==> src/rtl/wb_pkg.sv <==
package wb_pkg;

	////////////////////////////////////////////////////////////
	// Widths with a meaning
	////////////////////////////////////////////////////////////
	typedef logic [31:0] word_t;
	typedef logic [4:0]  reg_idx_t;
	typedef logic [13:0] csr_num_t;
	typedef logic [5:0]  ecode_t;
	typedef logic [1:0]  plv_t;
	// SWI in 1:0, timer in 11, bit 10 reads zero
	typedef logic [12:0] int_vec_t;

	typedef enum logic [2:0] {
		op_none,
		op_csrrd,
		op_csrwr,
		op_csrxchg,
		op_ertn
	} wb_op_e;

	////////////////////////////////////////////////////////////
	// CSR numbers
	////////////////////////////////////////////////////////////
	localparam csr_num_t CSR_CRMD   = 14'h000;
	localparam csr_num_t CSR_PRMD   = 14'h001;
	localparam csr_num_t CSR_ECFG   = 14'h004;
	localparam csr_num_t CSR_ESTAT  = 14'h005;
	localparam csr_num_t CSR_ERA    = 14'h006;
	localparam csr_num_t CSR_EENTRY = 14'h00c;
	localparam csr_num_t CSR_SAVE0  = 14'h030;
	localparam csr_num_t CSR_SAVE1  = 14'h031;
	localparam csr_num_t CSR_SAVE2  = 14'h032;
	localparam csr_num_t CSR_SAVE3  = 14'h033;
	localparam csr_num_t CSR_TID    = 14'h040;
	localparam csr_num_t CSR_TCFG   = 14'h041;
	localparam csr_num_t CSR_TVAL   = 14'h042;
	localparam csr_num_t CSR_TICLR  = 14'h044;

	localparam ecode_t   ECODE_INT     = 6'h00;
	localparam int       TIMER_INT_BIT = 11;
	localparam int_vec_t LIE_MASK      = 13'h1bff;

	////////////////////////////////////////////////////////////
	// Field positions
	////////////////////////////////////////////////////////////
	localparam int CRMD_PLV_LSB      = 0;
	localparam int CRMD_IE_BIT       = 2;
	localparam int PRMD_PPLV_LSB     = 0;
	localparam int PRMD_PIE_BIT      = 2;
	localparam int ECFG_VS_LSB       = 16;
	localparam int ECFG_VS_W         = 3;
	localparam int ESTAT_ECODE_LSB   = 16;
	localparam int EENTRY_VA_LSB     = 12;
	localparam int TCFG_EN_BIT       = 0;
	localparam int TCFG_PERIODIC_BIT = 1;
	localparam int TCFG_INITVAL_LSB  = 2;

endpackage

==> src/rtl/csr_timer_if.sv <==
`timescale 1ns/100ps

interface csr_timer_if;

	// Write side, one pulse per retiring CSR write
	logic              csr_wr;
	wb_pkg::csr_num_t  csr_num;
	wb_pkg::word_t     wr_value;

	// Timer readback
	wb_pkg::word_t     tcfg_value;
	wb_pkg::word_t     tval_value;
	logic              timer_int;

	modport file (
		output csr_wr,
		output csr_num,
		output wr_value,
		input  tcfg_value,
		input  tval_value,
		input  timer_int
	);

	modport timer (
		input  csr_wr,
		input  csr_num,
		input  wr_value,
		output tcfg_value,
		output tval_value,
		output timer_int
	);

endinterface

==> src/rtl/trap_if.sv <==
`timescale 1ns/100ps

interface trap_if;

	wb_pkg::int_vec_t                int_lines;
	logic                            int_enable;
	wb_pkg::int_vec_t                int_mask;
	wb_pkg::word_t                   eentry;
	logic [wb_pkg::ECFG_VS_W-1:0]    ecfg_vs;
	wb_pkg::word_t                   era;

	// Trap decision back to the CSR file
	logic                            take_ex;
	wb_pkg::ecode_t                  ex_code;

	modport file (
		output int_lines,
		output int_enable,
		output int_mask,
		output eentry,
		output ecfg_vs,
		output era,
		input  take_ex,
		input  ex_code
	);

	modport unit (
		input  int_lines,
		input  int_enable,
		input  int_mask,
		input  eentry,
		input  ecfg_vs,
		input  era,
		output take_ex,
		output ex_code
	);

endinterface

==> src/rtl/csr_regfile.sv <==
`timescale 1ns/100ps

module csr_regfile (
	input  logic              clk,
	input  logic              reset,
	input  logic              retire_valid,
	input  wb_pkg::wb_op_e    retire_op,
	input  wb_pkg::csr_num_t  retire_csr,
	input  wb_pkg::word_t     retire_mask,
	input  wb_pkg::word_t     retire_result,
	input  wb_pkg::word_t     retire_pc,
	output wb_pkg::word_t     csr_rdata,
	csr_timer_if.file         tmr,
	trap_if.file              trp
);

	localparam int PLV_W   = $bits(wb_pkg::plv_t);
	localparam int ECODE_W = $bits(wb_pkg::ecode_t);
	localparam int IS_W    = $bits(wb_pkg::int_vec_t);
	localparam int VS_W    = wb_pkg::ECFG_VS_W;
	localparam int VA_LSB  = wb_pkg::EENTRY_VA_LSB;

	logic                    wr_op;
	logic                    csr_we;
	logic                    ertn_ret;
	logic                    save_sel;
	wb_pkg::word_t           wr_val;

	wb_pkg::plv_t            crmd_plv;
	logic                    crmd_ie;
	wb_pkg::plv_t            prmd_pplv;
	logic                    prmd_pie;
	wb_pkg::int_vec_t        ecfg_lie;
	logic [VS_W-1:0]         ecfg_vs;
	logic [1:0]              estat_is_sw;
	wb_pkg::ecode_t          estat_ecode;
	wb_pkg::word_t           era;
	wb_pkg::word_t           eentry;
	wb_pkg::word_t           tid;
	wb_pkg::word_t           save_r [0:3];
	wb_pkg::int_vec_t        int_lines;

	// Software lines plus the timer line
	always_comb begin
		int_lines = '0;
		int_lines[1:0] = estat_is_sw;
		int_lines[wb_pkg::TIMER_INT_BIT] = tmr.timer_int;
	end

	////////////////////////////////////////////////////////////
	// Read mux
	////////////////////////////////////////////////////////////
	always_comb begin
		csr_rdata = '0;
		case (retire_csr)
			wb_pkg::CSR_CRMD: begin
				csr_rdata[wb_pkg::CRMD_PLV_LSB +: PLV_W] = crmd_plv;
				csr_rdata[wb_pkg::CRMD_IE_BIT] = crmd_ie;
			end
			wb_pkg::CSR_PRMD: begin
				csr_rdata[wb_pkg::PRMD_PPLV_LSB +: PLV_W] = prmd_pplv;
				csr_rdata[wb_pkg::PRMD_PIE_BIT] = prmd_pie;
			end
			wb_pkg::CSR_ECFG: begin
				csr_rdata[IS_W-1:0] = ecfg_lie;
				csr_rdata[wb_pkg::ECFG_VS_LSB +: VS_W] = ecfg_vs;
			end
			wb_pkg::CSR_ESTAT: begin
				csr_rdata[IS_W-1:0] = int_lines;
				csr_rdata[wb_pkg::ESTAT_ECODE_LSB +: ECODE_W] = estat_ecode;
			end
			wb_pkg::CSR_ERA:    csr_rdata = era;
			wb_pkg::CSR_EENTRY: csr_rdata = eentry;
			wb_pkg::CSR_SAVE0:  csr_rdata = save_r[0];
			wb_pkg::CSR_SAVE1:  csr_rdata = save_r[1];
			wb_pkg::CSR_SAVE2:  csr_rdata = save_r[2];
			wb_pkg::CSR_SAVE3:  csr_rdata = save_r[3];
			wb_pkg::CSR_TID:    csr_rdata = tid;
			wb_pkg::CSR_TCFG:   csr_rdata = tmr.tcfg_value;
			wb_pkg::CSR_TVAL:   csr_rdata = tmr.tval_value;
			default: ;
		endcase
	end

	assign wr_op    = (retire_op == wb_pkg::op_csrwr) || (retire_op == wb_pkg::op_csrxchg);
	assign csr_we   = retire_valid && wr_op && !trp.take_ex;
	assign ertn_ret = retire_valid && (retire_op == wb_pkg::op_ertn) && !trp.take_ex;
	assign save_sel = (retire_csr[13:2] == wb_pkg::CSR_SAVE0[13:2]);

	// csrxchg keeps the old bits outside the mask
	assign wr_val = (retire_op == wb_pkg::op_csrxchg) ?
		((retire_result & retire_mask) | (csr_rdata & ~retire_mask)) : retire_result;

	////////////////////////////////////////////////////////////
	// Control CSRs
	////////////////////////////////////////////////////////////
	always_ff @(posedge clk) begin
		if (reset) begin
			crmd_plv    <= '0;
			crmd_ie     <= 1'b0;
			ecfg_lie    <= '0;
			ecfg_vs     <= '0;
			estat_is_sw <= '0;
		end else begin
			if (trp.take_ex) begin
				crmd_plv <= '0;
				crmd_ie  <= 1'b0;
			end else if (ertn_ret) begin
				crmd_plv <= prmd_pplv;
				crmd_ie  <= prmd_pie;
			end else if (csr_we && (retire_csr == wb_pkg::CSR_CRMD)) begin
				crmd_plv <= wr_val[wb_pkg::CRMD_PLV_LSB +: PLV_W];
				crmd_ie  <= wr_val[wb_pkg::CRMD_IE_BIT];
			end

			if (csr_we && (retire_csr == wb_pkg::CSR_ECFG)) begin
				ecfg_lie <= wr_val[IS_W-1:0] & wb_pkg::LIE_MASK;
				ecfg_vs  <= wr_val[wb_pkg::ECFG_VS_LSB +: VS_W];
			end

			if (csr_we && (retire_csr == wb_pkg::CSR_ESTAT)) begin
				estat_is_sw <= wr_val[1:0];
			end
		end
	end

	////////////////////////////////////////////////////////////
	// Saved state and scratch CSRs
	////////////////////////////////////////////////////////////
	always_ff @(posedge clk) begin
		if (trp.take_ex) begin
			prmd_pplv   <= crmd_plv;
			prmd_pie    <= crmd_ie;
			era         <= retire_pc;
			estat_ecode <= trp.ex_code;
		end else if (csr_we) begin
			if (retire_csr == wb_pkg::CSR_PRMD) begin
				prmd_pplv <= wr_val[wb_pkg::PRMD_PPLV_LSB +: PLV_W];
				prmd_pie  <= wr_val[wb_pkg::PRMD_PIE_BIT];
			end
			if (retire_csr == wb_pkg::CSR_ERA) begin
				era <= wr_val;
			end
			if (retire_csr == wb_pkg::CSR_ESTAT) begin
				estat_ecode <= wr_val[wb_pkg::ESTAT_ECODE_LSB +: ECODE_W];
			end
		end

		if (csr_we && (retire_csr == wb_pkg::CSR_EENTRY)) begin
			eentry <= {wr_val[31:VA_LSB], {VA_LSB{1'b0}}};
		end
		if (csr_we && (retire_csr == wb_pkg::CSR_TID)) begin
			tid <= wr_val;
		end
		if (csr_we && save_sel) begin
			save_r[retire_csr[1:0]] <= wr_val;
		end
	end

	assign tmr.csr_wr   = csr_we;
	assign tmr.csr_num  = retire_csr;
	assign tmr.wr_value = wr_val;

	assign trp.int_lines  = int_lines;
	assign trp.int_enable = crmd_ie;
	assign trp.int_mask   = ecfg_lie;
	assign trp.eentry     = eentry;
	assign trp.ecfg_vs    = ecfg_vs;
	assign trp.era        = era;

endmodule

==> src/rtl/csr_timer.sv <==
`timescale 1ns/100ps

module csr_timer (
	input  logic      clk,
	input  logic      reset,
	csr_timer_if.timer tmr
);

	localparam int INIT_LSB = wb_pkg::TCFG_INITVAL_LSB;

	wb_pkg::word_t  tcfg;
	wb_pkg::word_t  tval;
	logic           armed;
	logic           timer_int;
	logic           tcfg_wr;
	logic           ticlr_clr;
	logic           timer_en;
	logic           expire;
	wb_pkg::word_t  wr_reload;
	wb_pkg::word_t  cfg_reload;

	assign tcfg_wr   = tmr.csr_wr && (tmr.csr_num == wb_pkg::CSR_TCFG);
	assign ticlr_clr = tmr.csr_wr && (tmr.csr_num == wb_pkg::CSR_TICLR) && tmr.wr_value[0];

	assign timer_en = tcfg[wb_pkg::TCFG_EN_BIT];
	assign expire   = timer_en && armed && (tval == '0);

	// Initial value times 4
	assign wr_reload  = {tmr.wr_value[31:INIT_LSB], {INIT_LSB{1'b0}}};
	assign cfg_reload = {tcfg[31:INIT_LSB], {INIT_LSB{1'b0}}};

	always_ff @(posedge clk) begin
		if (reset) begin
			tcfg      <= '0;
			armed     <= 1'b0;
			timer_int <= 1'b0;
		end else begin
			if (tcfg_wr) begin
				tcfg  <= tmr.wr_value;
				armed <= tmr.wr_value[wb_pkg::TCFG_EN_BIT];
			end else if (expire && !tcfg[wb_pkg::TCFG_PERIODIC_BIT]) begin
				armed <= 1'b0;
			end

			// Clear wins over a new expiry
			if (ticlr_clr) begin
				timer_int <= 1'b0;
			end else if (expire) begin
				timer_int <= 1'b1;
			end
		end
	end

	always_ff @(posedge clk) begin
		if (tcfg_wr) begin
			tval <= wr_reload;
		end else if (timer_en && (tval != '0)) begin
			tval <= tval - 1'b1;
		end else if (expire && tcfg[wb_pkg::TCFG_PERIODIC_BIT]) begin
			tval <= cfg_reload;
		end
	end

	assign tmr.tcfg_value = tcfg;
	assign tmr.tval_value = tval;
	assign tmr.timer_int  = timer_int;

endmodule

==> src/rtl/trap_unit.sv <==
`timescale 1ns/100ps

module trap_unit (
	input  logic            retire_valid,
	input  wb_pkg::wb_op_e  retire_op,
	input  logic            retire_ex,
	input  wb_pkg::ecode_t  retire_ecode,
	output logic            take_ex,
	output logic            take_ertn,
	output logic            redirect_valid,
	output wb_pkg::word_t   redirect_pc,
	output logic            flush,
	trap_if.unit            trp
);

	logic            int_hit;
	wb_pkg::ecode_t  ex_code;
	wb_pkg::word_t   ex_entry;

	// Pending and enabled lines, globally enabled by CRMD.IE
	assign int_hit = (|(trp.int_lines & trp.int_mask)) && trp.int_enable;

	assign take_ex   = retire_valid && (int_hit || retire_ex);
	assign take_ertn = retire_valid && (retire_op == wb_pkg::op_ertn) && !take_ex;

	// Interrupt overrides the instruction's own code
	assign ex_code = int_hit ? wb_pkg::ECODE_INT : retire_ecode;

	////////////////////////////////////////////////////////////
	// Redirect target
	////////////////////////////////////////////////////////////
	always_comb begin
		if (trp.ecfg_vs == '0) begin
			ex_entry = trp.eentry;
		end else begin
			ex_entry = trp.eentry | (wb_pkg::word_t'(ex_code) << 2);
		end
	end

	assign redirect_valid = take_ex || take_ertn;
	assign redirect_pc    = take_ertn ? trp.era : ex_entry;

	// Younger stages are squashed on any redirect
	assign flush = take_ex || take_ertn;

	assign trp.take_ex = take_ex;
	assign trp.ex_code = ex_code;

endmodule

==> src/rtl/wb_latch.sv <==
`timescale 1ns/100ps

module wb_latch (
	input  logic              clk,
	input  logic              reset,
	input  logic              ms_valid,
	input  wb_pkg::word_t     ms_pc,
	input  wb_pkg::word_t     ms_result,
	input  wb_pkg::reg_idx_t  ms_dest,
	input  logic              ms_gr_we,
	input  wb_pkg::wb_op_e    ms_op,
	input  wb_pkg::csr_num_t  ms_csr,
	input  wb_pkg::word_t     ms_mask,
	input  logic              ms_ex,
	input  wb_pkg::ecode_t    ms_ecode,
	input  wb_pkg::word_t     csr_rdata,
	input  logic              take_ex,
	input  logic              take_ertn,
	output logic              retire_valid,
	output wb_pkg::wb_op_e    retire_op,
	output wb_pkg::csr_num_t  retire_csr,
	output wb_pkg::word_t     retire_mask,
	output wb_pkg::word_t     retire_pc,
	output wb_pkg::word_t     retire_result,
	output logic              retire_ex,
	output wb_pkg::ecode_t    retire_ecode,
	output logic              rf_we,
	output wb_pkg::reg_idx_t  rf_waddr,
	output wb_pkg::word_t     rf_wdata
);

	logic              ws_valid;
	wb_pkg::reg_idx_t  ws_dest;
	logic              ws_gr_we;
	logic              is_csr_op;

	// Item offered during a trap or ertn is dropped
	always_ff @(posedge clk) begin
		if (reset) begin
			ws_valid <= 1'b0;
		end else begin
			ws_valid <= ms_valid && !(take_ex || take_ertn);
		end
	end

	always_ff @(posedge clk) begin
		if (ms_valid) begin
			retire_pc     <= ms_pc;
			retire_result <= ms_result;
			ws_dest       <= ms_dest;
			ws_gr_we      <= ms_gr_we;
			retire_op     <= ms_op;
			retire_csr    <= ms_csr;
			retire_mask   <= ms_mask;
			retire_ex     <= ms_ex;
			retire_ecode  <= ms_ecode;
		end
	end

	assign retire_valid = ws_valid;

	assign is_csr_op = (retire_op == wb_pkg::op_csrrd) ||
		(retire_op == wb_pkg::op_csrwr) ||
		(retire_op == wb_pkg::op_csrxchg);

	// CSR instructions return the old CSR value
	assign rf_we    = ws_valid && ws_gr_we && !take_ex;
	assign rf_waddr = ws_dest;
	assign rf_wdata = is_csr_op ? csr_rdata : retire_result;

endmodule

==> src/rtl/wb_stage_top.sv <==
`timescale 1ns/100ps

module wb_stage_top (
	input  logic              clk,
	input  logic              reset,
	input  logic              ms_valid,
	input  wb_pkg::word_t     ms_pc,
	input  wb_pkg::word_t     ms_result,
	input  wb_pkg::reg_idx_t  ms_dest,
	input  logic              ms_gr_we,
	input  wb_pkg::wb_op_e    ms_op,
	input  wb_pkg::csr_num_t  ms_csr,
	input  wb_pkg::word_t     ms_mask,
	input  logic              ms_ex,
	input  wb_pkg::ecode_t    ms_ecode,
	output logic              rf_we,
	output wb_pkg::reg_idx_t  rf_waddr,
	output wb_pkg::word_t     rf_wdata,
	output logic              redirect_valid,
	output wb_pkg::word_t     redirect_pc,
	output logic              flush
);

	logic              retire_valid;
	wb_pkg::wb_op_e    retire_op;
	wb_pkg::csr_num_t  retire_csr;
	wb_pkg::word_t     retire_mask;
	wb_pkg::word_t     retire_pc;
	wb_pkg::word_t     retire_result;
	logic              retire_ex;
	wb_pkg::ecode_t    retire_ecode;
	wb_pkg::word_t     csr_rdata;
	logic              take_ex;
	logic              take_ertn;

	csr_timer_if u_tmr_if ();
	trap_if      u_trap_if ();

	wb_latch u_latch (
		.clk           (clk),
		.reset         (reset),
		.ms_valid      (ms_valid),
		.ms_pc         (ms_pc),
		.ms_result     (ms_result),
		.ms_dest       (ms_dest),
		.ms_gr_we      (ms_gr_we),
		.ms_op         (ms_op),
		.ms_csr        (ms_csr),
		.ms_mask       (ms_mask),
		.ms_ex         (ms_ex),
		.ms_ecode      (ms_ecode),
		.csr_rdata     (csr_rdata),
		.take_ex       (take_ex),
		.take_ertn     (take_ertn),
		.retire_valid  (retire_valid),
		.retire_op     (retire_op),
		.retire_csr    (retire_csr),
		.retire_mask   (retire_mask),
		.retire_pc     (retire_pc),
		.retire_result (retire_result),
		.retire_ex     (retire_ex),
		.retire_ecode  (retire_ecode),
		.rf_we         (rf_we),
		.rf_waddr      (rf_waddr),
		.rf_wdata      (rf_wdata)
	);

	csr_regfile u_csr (
		.clk           (clk),
		.reset         (reset),
		.retire_valid  (retire_valid),
		.retire_op     (retire_op),
		.retire_csr    (retire_csr),
		.retire_mask   (retire_mask),
		.retire_result (retire_result),
		.retire_pc     (retire_pc),
		.csr_rdata     (csr_rdata),
		.tmr           (u_tmr_if.file),
		.trp           (u_trap_if.file)
	);

	csr_timer u_timer (
		.clk   (clk),
		.reset (reset),
		.tmr   (u_tmr_if.timer)
	);

	trap_unit u_trap (
		.retire_valid   (retire_valid),
		.retire_op      (retire_op),
		.retire_ex      (retire_ex),
		.retire_ecode   (retire_ecode),
		.take_ex        (take_ex),
		.take_ertn      (take_ertn),
		.redirect_valid (redirect_valid),
		.redirect_pc    (redirect_pc),
		.flush          (flush),
		.trp            (u_trap_if.unit)
	);

endmodule

==> config.mk <==
export PLATFORM = sky130hd
export DESIGN_NAME = wb_stage_top
export DESIGN_NICKNAME = d
export VERILOG_FILES = /design/src/rtl/wb_pkg.sv /design/src/rtl/csr_timer_if.sv /design/src/rtl/trap_if.sv /design/src/rtl/csr_regfile.sv /design/src/rtl/csr_timer.sv /design/src/rtl/trap_unit.sv /design/src/rtl/wb_latch.sv /design/src/rtl/wb_stage_top.sv
export SDC_FILE = /design/constraint.sdc
export NUM_CORES = 1
export LEC_CHECK = 0
export BUFFER_PORTS_ARGS = -buffer_cell sky130_fd_sc_hd__buf_2
export CAP_MARGIN = 20
export CORE_UTILIZATION = 64
export DETAILED_ROUTE_END_ITERATION = 10
export PLACE_DENSITY = 0.95
export SYNTH_ARGS = -nofsm -noshare
export SYNTH_HDL_FRONTEND = slang
export SYNTH_SLANG_ARGS = --single-unit
==> constraint.sdc <==
create_clock -name clk -period 9.9 [get_ports clk]
set_clock_uncertainty 0.2 [all_clocks]
set_input_delay 0.99 -clock clk [delete_from_list [all_inputs] [get_ports clk]]
set_output_delay 0.99 -clock clk [all_outputs]
set_load 0.005 [all_outputs]
==> flow_summary.rst, run 1 <==
.. list-table::
   :header-rows: 1

   * - Metric
     - Value
   * - Iteration-0 DRC Markers
     - 3631
   * - Share of the core filled with cells
     - 0.744
   * - Placed insts
     - 2123
   * - First-pass GRT wire length
     - 98000 um
   * - Post-synth EDFFs
     - 377
   * - Hold Path Class
     - register to register
   * - Number of iterations in the first detailed-routing pass
     - 10
   * - Largest stage delay on the critical path
     - 1070 ps
   * - Headroom to the max-slew limit
     - 0.138
   * - CP Max Fanout
     - 44
   * - Clock tree from TritonCTS
     - built
   * - Mapped Nets
     - 1735
   * - Synthesized area divided by synthesized cell count
     - 12.4 um2
   * - Count of yosys warnings during synthesis
     - 0
   * - Drt wl/cell
     - 30.7 um
   * - Combinational share of power
     - 0.074
   * - Ports placed on the boundary
     - 201
   * - Async set-reset flop share out of synthesis
     - 0
   * - Static leakage
     - 7.75 nW
   * - Final HPWL from detailed placement
     - 43200 um
   * - Total Routing Usage GR
     - 0.427
   * - Sequential share of the synthesized area
     - 0.624
   * - Power spent charging and discharging nets
     - 980 uW
   * - PnR worst setup slack
     - 4460 ps
   * - Final standard cell area without fillers
     - 22800 um2
   * - Nature of the critical path startpoint
     - register
   * - Number of max-cap violations
     - 0
   * - Count of mapped cells out of synthesis
     - 1605
   * - Arrival time of the worst setup path
     - 4250 ps
   * - Fraction of power consumed by the clock network
     - 0.412
   * - Number of flip-flops and latches in the synthesized netlist
     - 434
   * - Most frequent standard cell in the layout excluding fill and tap cells
     - sky130_fd_sc_hd__edfxtp_1
   * - Element type at the critical path end
     - primary output
   * - Post-cts resize count
     - 0
   * - Final-report max-slew violation count
     - 0
   * - Overall overflow remaining after global route
     - 0
   * - Fraction of final layout cells with drive strength greater than 1
     - 0.226
   * - Core region area
     - 30700 um2
   * - CTS Root Buffer Type
     - sky130_fd_sc_hd__clkbuf_16
   * - Part of the cycle the worst path needs
     - 0.549
   * - Total negative slack for setup checks
     - 0 ps
   * - Total CTS buffers
     - 44
   * - Vias in the first global route
     - 15800
   * - Finished Layout Cells
     - 2210
   * - Ys flop type
     - sky130_fd_sc_hd__edfxtp_1
   * - Growth of design area from synthesis to finish
     - 14.3%
   * - Maximum root-to-sink buffer count
     - 3
   * - Height of the die
     - 179 um
   * - Series of cell instances along the critical path
     - buf_4 -> or4_1 -> nor4_4 -> a22oi_1 -> o21ai_0 -> nor3_1 -> a21oi_1 -> buf_2
   * - Number of endpoints with negative hold slack in the final report
     - 0
   * - Place WS
     - 5190 ps
   * - GP Congestion
     - 1.04
   * - Post-cts hold buffer count
     - 0
   * - Count of endpoints failing setup in the final report
     - 0
   * - Total Routed Length
     - 67800 um
   * - Transition time at the pin with the least slew margin
     - 1270 ps
   * - Required time reported for the critical path endpoint
     - 8710 ps
   * - Later-pin clock latency in the skew report
     - 570 ps
   * - Worst Setup Path Type
     - register to primary output
   * - Cell family with the largest share of critical-path delay
     - simple AND/OR/NAND/NOR gates
   * - Highest attainable clock frequency
     - 0.184 GHz
   * - Largest net degree at the start of global routing
     - 82
   * - Die extent in x
     - 179 um
   * - Clock slew at reported path FFs
     - 60 ps
   * - Average via count per standard cell
     - 7.54
   * - Hold Crit Start
     - u_csr.trp.int_mask[2]$_SDFFE_PP0P_
   * - Count of unique library cells instantiated by Yosys
     - 87
   * - Power density over the cells
     - 179 nW/um2
   * - Start of the worst register-to-register path
     - u_latch.retire_csr[6]$_DFFE_PP_
   * - Most frequent cells in the layout
     - sky130_fd_sc_hd__edfxtp_1, sky130_fd_sc_hd__buf_2, sky130_fd_sc_hd__nor2_1, sky130_fd_sc_hd__nand2_1, sky130_fd_sc_hd__a22oi_1
   * - Post-Syn Area
     - 20000 um2
   * - Largest voltage drop on the vdd net
     - 0.173 mV
   * - Starting Density
     - 0.651
   * - Port Buffers
     - 200
   * - Run status
     - complete, no violations
   * - Design internal power
     - 3.11 mW
   * - Unrepaired setup endpoints after global routing
     - no
   * - Timing startpoint of the critical path
     - u_latch.retire_csr[1]$_DFFE_PP_
   * - H-tree depth
     - 2
   * - Seq pwr share
     - 0.514
   * - Slowest cell on the critical path
     - sky130_fd_sc_hd__nor4_4
   * - DIE AREA
     - 31900 um2
   * - CP bufs+invs
     - 2
   * - Cell Area, Placed
     - 21300 um2
   * - Switching Share
     - 0.240
   * - Final net count
     - 1907
   * - Initial antenna violation count
     - 1
   * - Shortest clock period the worst path allows after layout
     - 5440 ps
   * - Standard-cell row count
     - 64
   * - Total setup buffers inserted after CTS
     - 0
   * - Via Count
     - 16700
   * - Total clock sinks
     - 434
   * - DRC violations left
     - 0
   * - Post-route antenna net violation count
     - 0
==> kinds of logic (layout without fill, tap and decap cells) <==
| family | after synthesis | in the layout | synth area share |
|---|---|---|---|
| AND/OR/NAND/NOR | 577 | 577 | 0.162 |
| flip-flops | 434 | 434 | 0.624 |
| AO/OA/AOI/OAI | 376 | 376 | 0.140 |
| buffers and inverters | 134 | 342 | 0.0306 |
| multiplexers | 57 | 57 | 0.0314 |
| XOR/XNOR | 26 | 26 | 0.0114 |
| adder cells (fa/ha/maj) | 1 | 1 | 0.000626 |
| other | 0 | 1 | 0 |
==> cell type report <==
cell class	count	area, um2
clock buffers	59	1180
inverters	21	78.8
repair buffers	239	1340
clock inverters	23	258
fillers	1849	7840
diodes	1	2.50
multi-input cells	1037	7020
well taps	396	495
flip-flops and latches	434	12500
==> path summary, 6_finish.rpt <==
path	endpoint	slack, ps	cells past startpoint
hold / removal	u_csr.trp.int_mask[2]$_SDFFE_PP0P_	260	2
hold reg to reg	u_csr.trp.int_mask[2]$_SDFFE_PP0P_	260	2
setup reg to reg	u_csr.trp.eentry[29]$_DFFE_PP_	5600	6
setup / recovery	rf_wdata[30]	4460	8
==> stage by stage <==
stage / power (mW) / hold WS [ps]
floorplan: 2.28 / 227
global placement: 2.41 / 237
detailed placement: 2.42 / 251
CTS: 4.06 / 260
global route: 4.16 / 289
finish: 4.09 / 263
==> metal layers <==
layer / global-route usage / vias to the layer above / share of wire
met1: 0.567 / 7750 / 0.33
li1: - / 6683 / -
met3: 0.109 / 415 / 0.17
met2: 0.629 / 1814 / 0.43
met4: 0.266 / 2 / 0.074
met5: 0.0112 / - / 0.00069
==> worst reg2reg max path: stages, from the launching register on <==
cell                        delay [ps]
sky130_fd_sc_hd__edfxtp_1          630
sky130_fd_sc_hd__nand4bb_1        1010
sky130_fd_sc_hd__nor4_4           1160
sky130_fd_sc_hd__a22oi_1           170
sky130_fd_sc_hd__nand4_1           230
sky130_fd_sc_hd__nor3_1            140
sky130_fd_sc_hd__nor2_1            490
==> flip-flops by register name (all words and copies together), names as in the netlist, 2 cells and up <==
register                flops
u_csr.trp.eentry           20
u_csr.save_r              128
u_latch.retire_csr         14
u_latch.retire_pc          32
u_csr.estat_ecode           6
u_csr.trp.ecfg_vs           3
u_csr.trp.int_mask         12
u_latch.retire_result      32
u_timer.tmr.tcfg_value     32
u_latch.retire_op           3
u_csr.crmd_plv              2
u_csr.tid                  32
u_csr.trp.era              32
u_csr.prmd_pplv             2
u_latch.retire_mask        32
u_timer.tmr.tval_value     32
u_csr.estat_is_sw           2
u_latch.rf_waddr            5
u_latch.retire_ecode        6
==> Yosys cell counts, types with 8 or more instances <==
library cell	number	area, um2
sky130_fd_sc_hd__nor4_2	10	125
sky130_fd_sc_hd__nand2_1	117	439
sky130_fd_sc_hd__o31ai_1	30	225
sky130_fd_sc_hd__nand3_1	67	335
sky130_fd_sc_hd__mux2_2	35	394
sky130_fd_sc_hd__nor3b_1	12	90.1
sky130_fd_sc_hd__o211ai_1	17	128
sky130_fd_sc_hd__inv_1	20	75.1
sky130_fd_sc_hd__nor4b_1	8	70.1
sky130_fd_sc_hd__and2_1	17	106
sky130_fd_sc_hd__nor4_1	31	194
sky130_fd_sc_hd__nor3_1	33	165
sky130_fd_sc_hd__xor2_1	11	96.3
sky130_fd_sc_hd__nand4_1	30	188
sky130_fd_sc_hd__clkbuf_1	60	225
sky130_fd_sc_hd__dfxtp_1	57	1140
sky130_fd_sc_hd__a22oi_1	71	533
sky130_fd_sc_hd__nor2_1	133	499
sky130_fd_sc_hd__nor4_4	8	170
sky130_fd_sc_hd__o21a_1	14	105
sky130_fd_sc_hd__a21oi_1	36	180
sky130_fd_sc_hd__mux2i_1	21	210
sky130_fd_sc_hd__a221oi_1	12	105
sky130_fd_sc_hd__nand2b_1	9	56.3
sky130_fd_sc_hd__and3_1	10	62.6
sky130_fd_sc_hd__edfxtp_1	377	11300
sky130_fd_sc_hd__o2bb2ai_1	9	78.8
sky130_fd_sc_hd__or3_1	10	62.6
sky130_fd_sc_hd__a22o_1	31	272
sky130_fd_sc_hd__a222oi_1	14	140
sky130_fd_sc_hd__nor2b_1	8	50.1
sky130_fd_sc_hd__or2_2	16	100
sky130_fd_sc_hd__buf_2	35	175
sky130_fd_sc_hd__or4_1	11	82.6
sky130_fd_sc_hd__o21ai_0	41	205
sky130_fd_sc_hd__a211oi_1	11	82.6
sky130_fd_sc_hd__o41ai_1	16	140
sky130_fd_sc_hd__xnor2_1	15	131
sky130_fd_sc_hd__a211o_1	8	70.1
==> power groups by stage <==
stage / combinational, mW / sequential, mW / clock [mW]
3_5_place_dp: 0.284 / 2.14 / 0
2_1_floorplan: 0.167 / 2.12 / 0
5_1_grt: 0.313 / 2.11 / 1.74
4_1_cts: 0.289 / 2.10 / 1.67
3_3_place_gp: 0.274 / 2.14 / 0
6_report: 0.301 / 2.10 / 1.68
(Power assumes the default switching activity.)
==> inputs of run 2 (changes only) <==
--- a/config.mk
+++ b/config.mk
@@ -7,9 +7,9 @@
 export LEC_CHECK = 0
 export BUFFER_PORTS_ARGS = -buffer_cell sky130_fd_sc_hd__buf_2
 export CAP_MARGIN = 20
-export CORE_UTILIZATION = 64
+export CORE_UTILIZATION = 54
 export DETAILED_ROUTE_END_ITERATION = 10
-export PLACE_DENSITY = 0.95
+export PLACE_DENSITY = 0.87
 export SYNTH_ARGS = -nofsm -noshare
 export SYNTH_HDL_FRONTEND = slang
 export SYNTH_SLANG_ARGS = --single-unit
==> constraint.sdc (replaced) <==
create_clock -name clk -period 4.4 [get_ports clk]
set_clock_uncertainty 0.2 [all_clocks]
set_input_delay 0.44 -clock clk [delete_from_list [all_inputs] [get_ports clk]]
set_output_delay 0.44 -clock clk [all_outputs]
set_load 0.005 [all_outputs]
==> run 2 against run 1 <==
Net effect:
- non-clock buffer count is 175 higher
- flip-flop and latch count unchanged
- global-route usage is 4.6 points lower
- power is 130% higher
- clock power increased by 140%
- first-iteration DRC count down 16%
- utilization decreased by 6.8 points
- worst setup slack worse by 4400 ps
- critical path depth up 1
- die area increased by 18%
- critical path type unchanged
==> flow_summary.rst, run 2 (same netlist as run 1, synthesis figures left out) <==
.. list-table::
   :header-rows: 1

   * - Metric
     - Value
   * - Worst Setup Path Type
     - register to primary output
   * - Nature of the critical path startpoint
     - register
   * - Average via count per standard cell
     - 6.99 (-7.3%)
   * - Multi-input gate area
     - 7030 um2 (+0.12%)
   * - Largest net degree at the start of global routing
     - 62 (-24%)
   * - Iteration-0 DRC Markers
     - 3042 (-16%)
   * - Shortest clock period the worst path allows after layout
     - 4350 ps
   * - Number of iterations in the first detailed-routing pass
     - 6 (-4)
   * - Filler cells
     - 2468 (+33%)
   * - DIE AREA
     - 37800 um2 (+18%)
   * - Final net count
     - 2084 (+9.3%)
   * - Later-pin clock latency in the skew report
     - 590 ps (+20 ps)
   * - Core region area
     - 36500 um2 (+19%)
   * - Transition time at the pin with the least slew margin
     - 1180 ps (-95.1 ps)
   * - Largest voltage drop on the vdd net
     - 0.366 mV (+110%)
   * - Flip-flop count of the largest register after layout
     - 128 (unchanged)
   * - Share of the core filled with cells
     - 0.676 (-0.0681)
   * - Growth of design area from synthesis to finish
     - 23.6%
   * - Unrepaired setup endpoints after global routing
     - no
   * - H-tree depth
     - 2 (unchanged)
   * - Required time reported for the critical path endpoint
     - 3760 ps (-4950 ps)
   * - First-pass GRT wire length
     - 106000 um (+8.1%)
   * - Static leakage
     - 8.62 nW (+11%)
   * - Maximum root-to-sink buffer count
     - 3 (unchanged)
   * - Most frequent standard cell in the layout excluding fill and tap cells
     - sky130_fd_sc_hd__edfxtp_1
   * - Total negative slack for setup checks
     - 0 ps (unchanged)
   * - Headroom to the max-slew limit
     - 0.203 (+0.0649)
   * - Arrival time of the worst setup path
     - 3710 ps (-540 ps)
   * - Via Count
     - 17200 (+3.3%)
   * - Drt wl/cell
     - 29.4 um (-4.2%)
   * - Final HPWL from detailed placement
     - 46700 um (+8.1%)
   * - Worst Reg2Reg Path Length in Cells
     - 7 (+1)
   * - Total Routing Usage GR
     - 0.381 (-0.0463)
   * - Part of the cycle the worst path needs
     - 0.988
   * - Vias in the first global route
     - 16900 (+6.8%)
   * - Fraction of final layout cells with drive strength greater than 1
     - 0.234 (+0.00829)
   * - Overall overflow remaining after global route
     - 0 (unchanged)
   * - Port Buffers
     - 200 (unchanged)
   * - Total setup buffers inserted after CTS
     - 0 (unchanged)
   * - Clock slew at reported path FFs
     - 60 ps (about the same)
   * - Total CTS buffers
     - 46 (+4.5%)
   * - Hold Path Class
     - primary input to register
   * - Place WS
     - 608 ps (-4580 ps)
   * - Smallest hold slack
     - 171 ps (-92.8 ps)
   * - Run status
     - complete, no violations
   * - Element type at the critical path end
     - primary output
   * - Clock tree from TritonCTS
     - built
   * - Starting Density
     - 0.547 (-0.104)
   * - Number of max-cap violations
     - 0 (unchanged)
   * - Total Routed Length
     - 72400 um (+6.7%)
   * - Flip-flop and latch area
     - 12500 um2 (unchanged)
   * - Initial antenna violation count
     - 4 (+3)
   * - Total clock sinks
     - 434 (unchanged)
   * - Highest attainable clock frequency
     - 0.230 GHz
   * - Standard-cell row count
     - 70 (+9.4%)
   * - Height of the die
     - 194 um (+8.8%)
   * - CTS Root Buffer Type
     - sky130_fd_sc_hd__clkbuf_16
   * - Final-report max-slew violation count
     - 0 (unchanged)
   * - Most frequent cells in the layout
     - sky130_fd_sc_hd__edfxtp_1, sky130_fd_sc_hd__buf_2, sky130_fd_sc_hd__nor2_1, sky130_fd_sc_hd__dlygate4sd3_1, sky130_fd_sc_hd__nand2_1
   * - PnR worst setup slack
     - 52.2 ps (-4410 ps)
   * - Ports placed on the boundary
     - 201 (unchanged)
   * - Number of endpoints with negative hold slack in the final report
     - 0 (unchanged)
   * - Die extent in x
     - 194 um (+8.8%)
   * - DRC violations left
     - 0 (unchanged)
   * - Hold path depth
     - 1 (-1)
   * - CP Max Fanout
     - 17 (-61%)
   * - Post-route antenna net violation count
     - 0 (unchanged)
   * - GP Congestion
     - 1.03 (-0.90%)
   * - Cell Area, Placed
     - 21800 um2 (+2.4%)
   * - Power density over the cells
     - 387 nW/um2 (+120%)
   * - Count of endpoints failing setup in the final report
     - 0 (unchanged)
   * - Final standard cell area without fillers
     - 24700 um2 (+8.2%)
run 2: area by class of cell:
| type | count | area share |
|---|---|---|
| clock inverters | 25 | 0.0113 |
| multi-input cells | 1037 | 0.285 |
| inverters | 21 | 0.00319 |
| diodes | 3 | 0.000304 |
| well taps | 468 | 0.0237 |
| clock buffers | 61 | 0.0522 |
| repair buffers | 414 | 0.120 |
| flip-flops and latches | 434 | 0.505 |
run 2: critical path, stage by stage, from the launching register on:
cell and delay, ps:
sky130_fd_sc_hd__edfxtp_1 710, sky130_fd_sc_hd__buf_4 380, sky130_fd_sc_hd__or4b_1 620, sky130_fd_sc_hd__nor4_1 550, sky130_fd_sc_hd__buf_4 280, sky130_fd_sc_hd__a22oi_1 100, sky130_fd_sc_hd__nand4_1 160, sky130_fd_sc_hd__nor2_1 70
sky130_fd_sc_hd__nor2_1 120, sky130_fd_sc_hd__buf_2 120
run 2: final timing paths:
| path | startpoint | endpoint | slack [ps] |
|---|---|---|---|
| worst min-delay path | ms_valid | u_latch.retire_pc[24]$_DFFE_PP_ | 170 |
| worst max register to register | u_latch.retire_csr[0]$_DFFE_PP_ | u_csr.prmd_pplv[1]$_DFFE_PP_ | 470 |
| worst min register to register | u_csr.trp.int_mask[6]$_SDFFE_PP0P_ | u_csr.trp.int_mask[6]$_SDFFE_PP0P_ | 270 |
| worst max-delay path | u_latch.retire_csr[1]$_DFFE_PP_ | rf_wdata[27] | 50 |
run 2: stage by stage:
stage | power (mW) | std cells
2_1_floorplan | 5.14 | 1605
3_3_place_gp | 5.45 | 2248
3_5_place_dp | 5.47 | 2248
4_1_cts | 9.51 | 2460
5_1_grt | 9.76 | 2461
6_report | 9.56 | 2463
run 2: timing repair:
item | CTS | global route
hold buffers | 126 | 0
endpoints found under the setup margin | 0 | 4
endpoints found under the hold margin | 126 | 0
resized for setup | 0 | 3
run 2: metal layers:
| metal | share of wire | global-route usage | routed length (um) | up-vias |
|---|---|---|---|---|
| li1 | - | - | - | 7046 |
| met1 | 0.34 | 0.476 | 24900 | 8152 |
| met2 | 0.45 | 0.587 | 32600 | 1643 |
| met3 | 0.14 | 0.107 | 10200 | 369 |
| met4 | 0.066 | 0.238 | 4740 | 0 |
| met5 | 0 | 0 | 0 | - |
run 2: power breakdown:
part	internal, mW	leakage, nW	switching (mW)
Clock	2.37	0.766	1.67
Sequential	4.63	3.97	0.107
Combinational	0.306	3.89	0.475
Total	7.31	8.62	2.25
